File: src/hdl/commit_pkg.sv
// sizes, unit indices and the warp helper shared by the commit stage, referenced by scoped names
package commit_pkg;

    localparam int ISSUE_WIDTH   = 2;
    localparam int NUM_EX_UNITS  = 3;
    localparam int NUM_WARPS     = 4;
    localparam int NW_WIDTH      = $clog2(NUM_WARPS);
    localparam int NUM_THREADS   = 4;
    localparam int XLEN          = 32;
    localparam int NR_BITS       = 5;
    localparam int PERF_CTR_BITS = 32;

    // active-thread count of one slot, and the sum of those counts over all slots
    localparam int COMMIT_SIZEW     = $clog2(NUM_THREADS + 1);
    localparam int COMMIT_ALL_SIZEW = COMMIT_SIZEW + ISSUE_WIDTH - 1;

    // warps are interleaved over the slots, so each slot owns NUM_WARPS / ISSUE_WIDTH of them
    localparam int WIS_WIDTH = $clog2(NUM_WARPS / ISSUE_WIDTH);

    // packed commit payload holds wid, pc, tmask, rd, wb, data, sop and eop in that order
    localparam int COMMIT_DATAW = NW_WIDTH + XLEN + NUM_THREADS + NR_BITS + 1
                                + NUM_THREADS * XLEN + 2;

    typedef enum logic [1:0] {
        EX_ALU = 2'd0,
        EX_LSU = 2'd1,
        EX_SFU = 2'd2
    } ex_unit_e;

    // index of a warp within the slot that issues it
    function automatic logic [WIS_WIDTH-1:0] wid_to_wis(input logic [NW_WIDTH-1:0] wid);
        return WIS_WIDTH'(wid / ISSUE_WIDTH);
    endfunction

endpackage

File: src/hdl/commit_if.sv
// commit stream from an execution unit or a slot arbiter, one result per valid/ready transfer
interface commit_if;

    logic                                                        valid;
    logic                                                        ready;
    logic [commit_pkg::NW_WIDTH-1:0]                             wid;
    logic [commit_pkg::XLEN-1:0]                                 pc;
    logic [commit_pkg::NUM_THREADS-1:0]                          tmask;
    logic [commit_pkg::NR_BITS-1:0]                              rd;
    logic                                                        wb;
    logic [commit_pkg::NUM_THREADS-1:0][commit_pkg::XLEN-1:0]    data;
    // sop and eop mark the first and last beat of a multi-beat result
    logic                                                        sop;
    logic                                                        eop;

    modport master (
        output valid, wid, pc, tmask, rd, wb, data, sop, eop,
        input  ready
    );

    modport slave (
        input  valid, wid, pc, tmask, rd, wb, data, sop, eop,
        output ready
    );

endinterface

File: src/hdl/writeback_if.sv
// register-file writeback strobe of one issue slot, each valid cycle is one register write
interface writeback_if;

    logic                                                        valid;
    logic [commit_pkg::WIS_WIDTH-1:0]                            wis;
    logic [commit_pkg::XLEN-1:0]                                 pc;
    logic [commit_pkg::NUM_THREADS-1:0]                          tmask;
    logic [commit_pkg::NR_BITS-1:0]                              rd;
    logic [commit_pkg::NUM_THREADS-1:0][commit_pkg::XLEN-1:0]    data;
    logic                                                        sop;
    logic                                                        eop;

    modport master (output valid, wis, pc, tmask, rd, data, sop, eop);

    modport slave (input valid, wis, pc, tmask, rd, data, sop, eop);

endinterface

File: src/hdl/commit_arb.sv
// round-robin arbiter of one issue slot, grants one unit per cycle into a registered output strobe
module commit_arb (
    input  logic                 clk,
    input  logic                 reset,
    commit_if.slave              in_if [commit_pkg::NUM_EX_UNITS],
    commit_if.master             out_if,
    output commit_pkg::ex_unit_e sel
);

    logic [commit_pkg::NUM_EX_UNITS-1:0]                               in_valid;
    logic [commit_pkg::NUM_EX_UNITS-1:0]                               in_ready;
    logic [commit_pkg::NUM_EX_UNITS-1:0][commit_pkg::COMMIT_DATAW-1:0] in_data;
    logic [commit_pkg::COMMIT_DATAW-1:0]                               out_data_r;
    logic                                                              out_valid_r;
    logic                                                              grant_found;
    commit_pkg::ex_unit_e                                              grant_idx;
    commit_pkg::ex_unit_e                                              ptr;

    for (genvar u = 0; u < commit_pkg::NUM_EX_UNITS; u++) begin : g_in
        assign in_valid[u] = in_if[u].valid;
        assign in_data[u]  = {in_if[u].wid, in_if[u].pc, in_if[u].tmask, in_if[u].rd,
                              in_if[u].wb, in_if[u].data, in_if[u].sop, in_if[u].eop};
        assign in_if[u].ready = in_ready[u];
    end

    // search upward from the pointer and wrap, the unit served last ends up with lowest priority
    always_comb begin
        int idx;
        grant_found = 1'b0;
        grant_idx   = ptr;
        in_ready    = '0;
        for (int k = 0; k < commit_pkg::NUM_EX_UNITS; k++) begin
            idx = (int'(ptr) + k) % commit_pkg::NUM_EX_UNITS;
            if (!grant_found && in_valid[idx]) begin
                grant_found = 1'b1;
                grant_idx   = commit_pkg::ex_unit_e'(idx);
            end
        end
        if (grant_found) begin
            in_ready[grant_idx] = 1'b1;
        end
    end

    always_ff @(posedge clk) begin
        if (reset) begin
            out_valid_r <= 1'b0;
            ptr         <= commit_pkg::EX_ALU;
        end else begin
            out_valid_r <= grant_found;
            if (grant_found) begin
                ptr <= commit_pkg::ex_unit_e'((int'(grant_idx) + 1) % commit_pkg::NUM_EX_UNITS);
            end
        end
    end

    always_ff @(posedge clk) begin
        if (grant_found) begin
            out_data_r <= in_data[grant_idx];
            sel        <= grant_idx;
        end
    end

    // the output is a one-cycle strobe, its consumer never stalls
    assign out_if.valid = out_valid_r;
    assign {out_if.wid, out_if.pc, out_if.tmask, out_if.rd,
            out_if.wb, out_if.data, out_if.sop, out_if.eop} = out_data_r;

    a_one_grant: assert property (@(posedge clk) disable iff (reset) $onehot0(in_ready));

    a_ready_needs_valid: assert property (@(posedge clk) disable iff (reset)
        (in_ready & ~in_valid) == '0);

endmodule

File: src/hdl/instret_counter.sv
// retired thread-instruction counter, popcount then reduction then accumulate over three cycles
module instret_counter (
    input  logic                                                          clk,
    input  logic                                                          reset,
    input  logic [commit_pkg::ISSUE_WIDTH-1:0]                            fire,
    input  logic [commit_pkg::ISSUE_WIDTH-1:0][commit_pkg::NUM_THREADS-1:0] tmask,
    output logic [commit_pkg::PERF_CTR_BITS-1:0]                          instret
);

    logic [commit_pkg::ISSUE_WIDTH-1:0][commit_pkg::COMMIT_SIZEW-1:0] size;
    logic [commit_pkg::ISSUE_WIDTH-1:0][commit_pkg::COMMIT_SIZEW-1:0] size_r;
    logic [commit_pkg::COMMIT_ALL_SIZEW-1:0]                          sum;
    logic [commit_pkg::COMMIT_ALL_SIZEW-1:0]                          sum_rr;
    logic                                                             fire_any_r;
    logic                                                             fire_any_rr;

    // threads that retire in each slot this cycle
    always_comb begin
        int cnt;
        for (int i = 0; i < commit_pkg::ISSUE_WIDTH; i++) begin
            cnt     = $countones(tmask[i] & {commit_pkg::NUM_THREADS{fire[i]}});
            size[i] = cnt[commit_pkg::COMMIT_SIZEW-1:0];
        end
    end

    always_comb begin
        int total;
        total = 0;
        for (int i = 0; i < commit_pkg::ISSUE_WIDTH; i++) begin
            total = total + int'(size_r[i]);
        end
        sum = total[commit_pkg::COMMIT_ALL_SIZEW-1:0];
    end

    always_ff @(posedge clk) begin
        size_r <= size;
        sum_rr <= sum;
    end

    always_ff @(posedge clk) begin
        if (reset) begin
            fire_any_r  <= 1'b0;
            fire_any_rr <= 1'b0;
            instret     <= '0;
        end else begin
            fire_any_r  <= |fire;
            fire_any_rr <= fire_any_r;
            if (fire_any_rr) begin
                instret <= instret + {{(commit_pkg::PERF_CTR_BITS
                                        - commit_pkg::COMMIT_ALL_SIZEW){1'b0}}, sum_rr};
            end
        end
    end

    a_sum_bound: assert property (@(posedge clk) disable iff (reset)
        fire_any_rr |-> int'(sum_rr) <= commit_pkg::ISSUE_WIDTH * commit_pkg::NUM_THREADS);

endmodule

File: src/hdl/commit_stage.sv
// commit stage, arbitrates unit results per slot and drives writeback, scheduler and instret
module commit_stage (
    input  logic                                                       clk,
    input  logic                                                       reset,
    commit_if.slave                                                    alu_if [commit_pkg::ISSUE_WIDTH],
    commit_if.slave                                                    lsu_if [commit_pkg::ISSUE_WIDTH],
    commit_if.slave                                                    sfu_if [commit_pkg::ISSUE_WIDTH],
    writeback_if.master                                                wb_if [commit_pkg::ISSUE_WIDTH],
    output logic [commit_pkg::ISSUE_WIDTH-1:0]                         committed,
    output logic [commit_pkg::ISSUE_WIDTH-1:0][commit_pkg::NW_WIDTH-1:0] committed_wid,
    output logic [commit_pkg::PERF_CTR_BITS-1:0]                       instret
);

    logic [commit_pkg::ISSUE_WIDTH-1:0]                          commit_fire;
    logic [commit_pkg::ISSUE_WIDTH-1:0][commit_pkg::NUM_THREADS-1:0] commit_tmask;

    for (genvar i = 0; i < commit_pkg::ISSUE_WIDTH; i++) begin : g_slot
        commit_if                                                          arb_in [commit_pkg::NUM_EX_UNITS] ();
        commit_if                                                          arb_out ();
        logic [commit_pkg::NUM_EX_UNITS-1:0]                               src_valid;
        logic [commit_pkg::NUM_EX_UNITS-1:0][commit_pkg::COMMIT_DATAW-1:0] src_data;

        // gather the three units of this slot into the arbiter's input order
        assign src_valid[commit_pkg::EX_ALU] = alu_if[i].valid;
        assign src_valid[commit_pkg::EX_LSU] = lsu_if[i].valid;
        assign src_valid[commit_pkg::EX_SFU] = sfu_if[i].valid;
        assign src_data[commit_pkg::EX_ALU] = {alu_if[i].wid, alu_if[i].pc, alu_if[i].tmask,
            alu_if[i].rd, alu_if[i].wb, alu_if[i].data, alu_if[i].sop, alu_if[i].eop};
        assign src_data[commit_pkg::EX_LSU] = {lsu_if[i].wid, lsu_if[i].pc, lsu_if[i].tmask,
            lsu_if[i].rd, lsu_if[i].wb, lsu_if[i].data, lsu_if[i].sop, lsu_if[i].eop};
        assign src_data[commit_pkg::EX_SFU] = {sfu_if[i].wid, sfu_if[i].pc, sfu_if[i].tmask,
            sfu_if[i].rd, sfu_if[i].wb, sfu_if[i].data, sfu_if[i].sop, sfu_if[i].eop};
        assign alu_if[i].ready = arb_in[commit_pkg::EX_ALU].ready;
        assign lsu_if[i].ready = arb_in[commit_pkg::EX_LSU].ready;
        assign sfu_if[i].ready = arb_in[commit_pkg::EX_SFU].ready;

        for (genvar u = 0; u < commit_pkg::NUM_EX_UNITS; u++) begin : g_unit
            assign arb_in[u].valid = src_valid[u];
            assign {arb_in[u].wid, arb_in[u].pc, arb_in[u].tmask, arb_in[u].rd,
                    arb_in[u].wb, arb_in[u].data, arb_in[u].sop, arb_in[u].eop} = src_data[u];
        end

        commit_arb commit_arb_inst (
            .clk    (clk),
            .reset  (reset),
            .in_if  (arb_in),
            .out_if (arb_out),
            .sel    ()
        );

        // writeback has no back-pressure, every output strobe is one register write
        assign wb_if[i].valid = arb_out.valid && arb_out.wb;
        assign wb_if[i].wis   = commit_pkg::wid_to_wis(arb_out.wid);
        assign wb_if[i].pc    = arb_out.pc;
        assign wb_if[i].tmask = arb_out.tmask;
        assign wb_if[i].rd    = arb_out.rd;
        assign wb_if[i].data  = arb_out.data;
        assign wb_if[i].sop   = arb_out.sop;
        assign wb_if[i].eop   = arb_out.eop;

        assign commit_fire[i]  = arb_out.valid;
        assign commit_tmask[i] = arb_out.tmask;

        // the scheduler only hears about the last beat of an instruction
        always_ff @(posedge clk) begin
            if (reset) begin
                committed[i] <= 1'b0;
            end else begin
                committed[i] <= arb_out.valid && arb_out.eop;
            end
        end

        always_ff @(posedge clk) begin
            committed_wid[i] <= arb_out.wid;
        end
    end

    instret_counter instret_counter_inst (
        .clk     (clk),
        .reset   (reset),
        .fire    (commit_fire),
        .tmask   (commit_tmask),
        .instret (instret)
    );

endmodule

File: src/hdl/commit_top.sv
// top level of the commit stage, wraps slot-by-unit plain ports into stream interfaces
module commit_top (
    input  logic                                                            clk,
    input  logic                                                            reset,
    input  logic [commit_pkg::ISSUE_WIDTH-1:0][commit_pkg::NUM_EX_UNITS-1:0] ex_valid,
    output logic [commit_pkg::ISSUE_WIDTH-1:0][commit_pkg::NUM_EX_UNITS-1:0] ex_ready,
    input  logic [commit_pkg::ISSUE_WIDTH-1:0][commit_pkg::NUM_EX_UNITS-1:0]
                 [commit_pkg::NW_WIDTH-1:0]                                 ex_wid,
    input  logic [commit_pkg::ISSUE_WIDTH-1:0][commit_pkg::NUM_EX_UNITS-1:0]
                 [commit_pkg::XLEN-1:0]                                     ex_pc,
    input  logic [commit_pkg::ISSUE_WIDTH-1:0][commit_pkg::NUM_EX_UNITS-1:0]
                 [commit_pkg::NUM_THREADS-1:0]                              ex_tmask,
    input  logic [commit_pkg::ISSUE_WIDTH-1:0][commit_pkg::NUM_EX_UNITS-1:0]
                 [commit_pkg::NR_BITS-1:0]                                  ex_rd,
    input  logic [commit_pkg::ISSUE_WIDTH-1:0][commit_pkg::NUM_EX_UNITS-1:0] ex_wb,
    input  logic [commit_pkg::ISSUE_WIDTH-1:0][commit_pkg::NUM_EX_UNITS-1:0]
                 [commit_pkg::NUM_THREADS-1:0][commit_pkg::XLEN-1:0]        ex_data,
    input  logic [commit_pkg::ISSUE_WIDTH-1:0][commit_pkg::NUM_EX_UNITS-1:0] ex_sop,
    input  logic [commit_pkg::ISSUE_WIDTH-1:0][commit_pkg::NUM_EX_UNITS-1:0] ex_eop,
    output logic [commit_pkg::ISSUE_WIDTH-1:0]                              wb_valid,
    output logic [commit_pkg::ISSUE_WIDTH-1:0][commit_pkg::WIS_WIDTH-1:0]   wb_wis,
    output logic [commit_pkg::ISSUE_WIDTH-1:0][commit_pkg::XLEN-1:0]        wb_pc,
    output logic [commit_pkg::ISSUE_WIDTH-1:0][commit_pkg::NUM_THREADS-1:0] wb_tmask,
    output logic [commit_pkg::ISSUE_WIDTH-1:0][commit_pkg::NR_BITS-1:0]     wb_rd,
    output logic [commit_pkg::ISSUE_WIDTH-1:0][commit_pkg::NUM_THREADS-1:0]
                 [commit_pkg::XLEN-1:0]                                     wb_data,
    output logic [commit_pkg::ISSUE_WIDTH-1:0]                              wb_sop,
    output logic [commit_pkg::ISSUE_WIDTH-1:0]                              wb_eop,
    output logic [commit_pkg::ISSUE_WIDTH-1:0]                              committed,
    output logic [commit_pkg::ISSUE_WIDTH-1:0][commit_pkg::NW_WIDTH-1:0]    committed_wid,
    output logic [commit_pkg::PERF_CTR_BITS-1:0]                            instret
);

    commit_if    alu_if [commit_pkg::ISSUE_WIDTH] ();
    commit_if    lsu_if [commit_pkg::ISSUE_WIDTH] ();
    commit_if    sfu_if [commit_pkg::ISSUE_WIDTH] ();
    writeback_if wb_if [commit_pkg::ISSUE_WIDTH] ();

    for (genvar i = 0; i < commit_pkg::ISSUE_WIDTH; i++) begin : g_slot
        logic [commit_pkg::NUM_EX_UNITS-1:0][commit_pkg::COMMIT_DATAW-1:0] ex_payload;

        for (genvar u = 0; u < commit_pkg::NUM_EX_UNITS; u++) begin : g_unit
            assign ex_payload[u] = {ex_wid[i][u], ex_pc[i][u], ex_tmask[i][u], ex_rd[i][u],
                                    ex_wb[i][u], ex_data[i][u], ex_sop[i][u], ex_eop[i][u]};
        end

        assign alu_if[i].valid = ex_valid[i][commit_pkg::EX_ALU];
        assign lsu_if[i].valid = ex_valid[i][commit_pkg::EX_LSU];
        assign sfu_if[i].valid = ex_valid[i][commit_pkg::EX_SFU];
        assign {alu_if[i].wid, alu_if[i].pc, alu_if[i].tmask, alu_if[i].rd, alu_if[i].wb,
                alu_if[i].data, alu_if[i].sop, alu_if[i].eop} = ex_payload[commit_pkg::EX_ALU];
        assign {lsu_if[i].wid, lsu_if[i].pc, lsu_if[i].tmask, lsu_if[i].rd, lsu_if[i].wb,
                lsu_if[i].data, lsu_if[i].sop, lsu_if[i].eop} = ex_payload[commit_pkg::EX_LSU];
        assign {sfu_if[i].wid, sfu_if[i].pc, sfu_if[i].tmask, sfu_if[i].rd, sfu_if[i].wb,
                sfu_if[i].data, sfu_if[i].sop, sfu_if[i].eop} = ex_payload[commit_pkg::EX_SFU];
        assign ex_ready[i][commit_pkg::EX_ALU] = alu_if[i].ready;
        assign ex_ready[i][commit_pkg::EX_LSU] = lsu_if[i].ready;
        assign ex_ready[i][commit_pkg::EX_SFU] = sfu_if[i].ready;

        assign wb_valid[i] = wb_if[i].valid;
        assign wb_wis[i]   = wb_if[i].wis;
        assign wb_pc[i]    = wb_if[i].pc;
        assign wb_tmask[i] = wb_if[i].tmask;
        assign wb_rd[i]    = wb_if[i].rd;
        assign wb_data[i]  = wb_if[i].data;
        assign wb_sop[i]   = wb_if[i].sop;
        assign wb_eop[i]   = wb_if[i].eop;
    end

    commit_stage commit_stage_inst (
        .clk           (clk),
        .reset         (reset),
        .alu_if        (alu_if),
        .lsu_if        (lsu_if),
        .sfu_if        (sfu_if),
        .wb_if         (wb_if),
        .committed     (committed),
        .committed_wid (committed_wid),
        .instret       (instret)
    );

endmodule

File: config.mk
export PLATFORM = sky130hd
export DESIGN_NAME = commit_top
export DESIGN_NICKNAME = d
export VERILOG_FILES = /design/src/hdl/commit_pkg.sv /design/src/hdl/commit_if.sv /design/src/hdl/writeback_if.sv /design/src/hdl/commit_arb.sv /design/src/hdl/instret_counter.sv /design/src/hdl/commit_stage.sv /design/src/hdl/commit_top.sv
export SDC_FILE = /design/constraint.sdc
export NUM_CORES = 1
export LEC_CHECK = 0
export BUFFER_PORTS_ARGS = -buffer_cell sky130_fd_sc_hd__clkbuf_2
export CELL_PAD_IN_SITES_DETAIL_PLACEMENT = 2
export CELL_PAD_IN_SITES_GLOBAL_PLACEMENT = 2
export CORE_AREA = 2 2 568 570
export CTS_CLUSTER_SIZE = 30
export DETAILED_ROUTE_END_ITERATION = 10
export DIE_AREA = 0 0 570 572
export PLACE_DENSITY = 0.39
export SETUP_SLACK_MARGIN = 0.5
export SYNTH_ARGS = -nofsm -noshare
export SYNTH_HDL_FRONTEND = slang
export SYNTH_SLANG_ARGS = --single-unit
File: constraint.sdc
create_clock -name clk -period 6 [get_ports clk]
set_input_delay 0.9 -clock clk [delete_from_list [all_inputs] [get_ports clk]]
set_output_delay 0.9 -clock clk [all_outputs]
set_load 0.005 [all_outputs]
==> reports/summary.txt <==
outcome = finished clean
Netlist cell types = 65
GP Congestion = 0.8177
setup TNS = 0 ps
Pwr Density = 642.2 nW/um^2
fin crit period = 5176 ps
Rows = 208
starting density of the core = 0.08429
Mean Syn Cell Area = 9.407 sq um
Area after DPL = 38560 sq um
Non-Filler Instances = 8324
WL/cell = 29.22 um
Congestion Overflow GR = 0
Hold Violations, Final = 0
vias in the first global route = 34720
Top Ports = 1442
Cell Area, Synth = 26960 sq um
Core Box Area = 319800 sq um
multi-input logic area = 12930 sq um
DRC = 0
first drt pass iteration count = 5
die height = 572 um
root buf cell = clkbuf_16
Post-synth EDFFs = 348
clk buf depth = 4
final instance area = 40950 sq um
largest net degree at the start of global routing = 177
worst hold path class = reg -> reg
area growth from synthesis to layout = 51.90%
Crit Path Category = reg -> out
Crit Path Max Fanout = 39
synthesis-stage register bit count = 404
Most used DFF post-synth = edfxtp_1
initial antenna violation count = 111
Slew headroom = 0.2448
first-pass GRT wire length = 320900 um
Post-Place Cells = 8150
# nets final = 5107
Crit-path slowest cell = a41oi_1
clk_lat worst skew = 790 ps
CP arrival = 4280 ps
register area share after synthesis = 0.4292
# fillers = 37450
CTS tree = built
final WL = 243200 um
Final setup viols = 0
most frequent cells in the layout = clkbuf_2 (1441), nand4_1 (354), edfxtp_1 (348)
final worst slack = 823.7 ps
CTS Buf Count = 74
DP Worst Slack = 881.6 ps
crit-path max cell delay = 570 ps
asr flop ratio synth = 0
GRT Overall Usage = 0.1416
Die Area = 326000 sq um
Post-DP HPWL = 186600 um
TritonCTS Sinks = 404
Detailed Route Iter0 Violations = 1971
Synth Instances = 2866
crit path cell chain = inv_1 > ha_1 > mux2i_4 > or2_4 > a41oi_1 > or2_4 > ha_1 > nor2b_1 > clkbuf_2
storage element area = 11570 sq um
Max Cap Violations = 0
Vias = 32620
clock-pin slew on the worst setup and hold paths = 60 ps
Lkg Pwr = 15.70 nW
Critical Path RT = 5100 ps
Max Slew Vio Count = 0
CP startpoint kind = flip-flop
period utilization = 0.8627
clock skew = 76.27 ps
Vias/cell = 3.919
RSZ-0062 raised after global routing = false
syn nets = 3945
Worst VDD drop = 0.6415 mV
Worst-Margin Slew = 1133 ps
number of hold buffers added after cts = 0
nature of the critical path endpoint = primary output
fmax = 0.1932 GHz
layout cells sized above 1 = 0.4054
I/O Buffers = 1441
synth warn = 0
Final ANT Viol Nets = 0
htree depth = 3
Die Wd = 570 um
PnR Total Power = 0.02630 W
commonest non-fill, non-tap cell in the layout = clkbuf_2
-- report_power, final --
group	internal, W	switching [W]	total, W
Clock	0.00247	0.00176	0.00423
Combinational	0.00454	0.0111	0.0156
Sequential	0.00556	0.000901	0.00646
-- per-stage QoR --
stage | utilization | hold WS (ps)
finish | 0.1280 | 338.8
global route | 0.1278 | 337.6
CTS | 0.1276 | 308.4
detailed placement | 0.1205 | 330.3
global placement | 0.1205 | 326.5
floorplan | - | 323.3
-- kinds of logic after synthesis --
logic type | synth area share
xor gates and xnor gates | 0.001625
AOI/OAI and AO/OA | 0.3097
muxes | 0.008260
buffers and inverters | 0.09634
and+or+nand+nor | 0.1413
DFF | 0.4292
adders and majority gates | 0.01364
-- critical path, delay by kind of cell (launching register included) --
family	cells	cell delay, ps
and+or+nand+nor	3	1410
muxes	1	240
adders and majority gates	2	490
buffers and inverters	2	360
DFF	1	460
AOI/OAI and AO/OA	1	570
-- what timing repair did --
item	4_1_cts	5_1_grt
gates resized for setup	3	1
endpoints found under the setup margin	2	1
pin swaps	0	1
buffers inserted	1	0
gates cloned	0	1
-- worst paths after layout --
kind / slack [ps] / cells past startpoint / from / end
setup / recovery: 820 / 9 / flip-flop / ex_ready[2]
hold / removal: 340 / 0 / flip-flop / commit_stage_inst.committed_wid[2]
setup reg to reg: 1880 / 9 / flip-flop / flip-flop
hold reg to reg: 340 / 0 / flip-flop / commit_stage_inst.committed_wid[2]
-- per-layer routing --
metal,vias to the layer above,global-route usage,routed length [um]
met2,1292,0.2413,117000
met4,100,0.03813,6674
li1,14220,-,-
met1,16700,0.1581,93500
met5,-,0,679
met3,313,0.06456,25400
-- registers in the layout (all words and copies together), names as in the netlist --
register	count
commit_stage_inst.committed_wid	4
commit_stage_inst.instret_counter_inst.instret	32
commit_stage_inst.instret_counter_inst.sum_rr	4
commit_stage_inst.g_slot.commit_arb_inst.ptr	4
commit_stage_inst.instret_counter_inst.fire_any_rr	1
commit_stage_inst.instret_counter_inst.fire_any_r	1
commit_stage_inst.g_slot.commit_arb_inst.out_data_r	348
commit_stage_inst.instret_counter_inst.size_r	6
commit_stage_inst.committed	2
commit_stage_inst.g_slot.commit_arb_inst.out_if.valid	2
-- layout make-up --
type,instances,share of cell area
clock inverter,27,0.005469
antenna,47,0.002872
multi-input combinational,1825,0.3156
timing repair buffer,1519,0.1968
inverter,204,0.01925
sequential,404,0.2825
tap,4200,0.1283
clock buffer,98,0.04916
-- Yosys cell counts (5+ instances only) --
| cell type | n | area share |
|---|---|---|
| o221ai_1 | 174 | 0.057 |
| o31ai_1 | 7 | 0.0019 |
| ha_1 | 23 | 0.011 |
| or4_1 | 7 | 0.0019 |
| a21oi_1 | 20 | 0.0037 |
| inv_1 | 203 | 0.028 |
| o311ai_0 | 175 | 0.057 |
| buf_2 | 93 | 0.017 |
| nor3_1 | 174 | 0.032 |
| nand4_1 | 354 | 0.082 |
| and2_1 | 7 | 0.0016 |
| a21o_1 | 5 | 0.0014 |
| nor2b_1 | 17 | 0.0039 |
| or3_1 | 11 | 0.0026 |
| buf_1 | 36 | 0.0050 |
| o211ai_1 | 177 | 0.049 |
| buf_4 | 15 | 0.0042 |
| nand3_1 | 7 | 0.0013 |
| nor4_1 | 9 | 0.0021 |
| dfxtp_1 | 56 | 0.042 |
| mux2i_1 | 14 | 0.0052 |
| nand2_1 | 21 | 0.0029 |
| clkbuf_1 | 286 | 0.040 |
| nor2_1 | 26 | 0.0036 |
| a22o_1 | 174 | 0.057 |
| a31oi_1 | 174 | 0.040 |
| o21ai_0 | 185 | 0.034 |
| mux2_2 | 6 | 0.0025 |
| edfxtp_1 | 348 | 0.39 |
(Power assumes the default switching activity.)
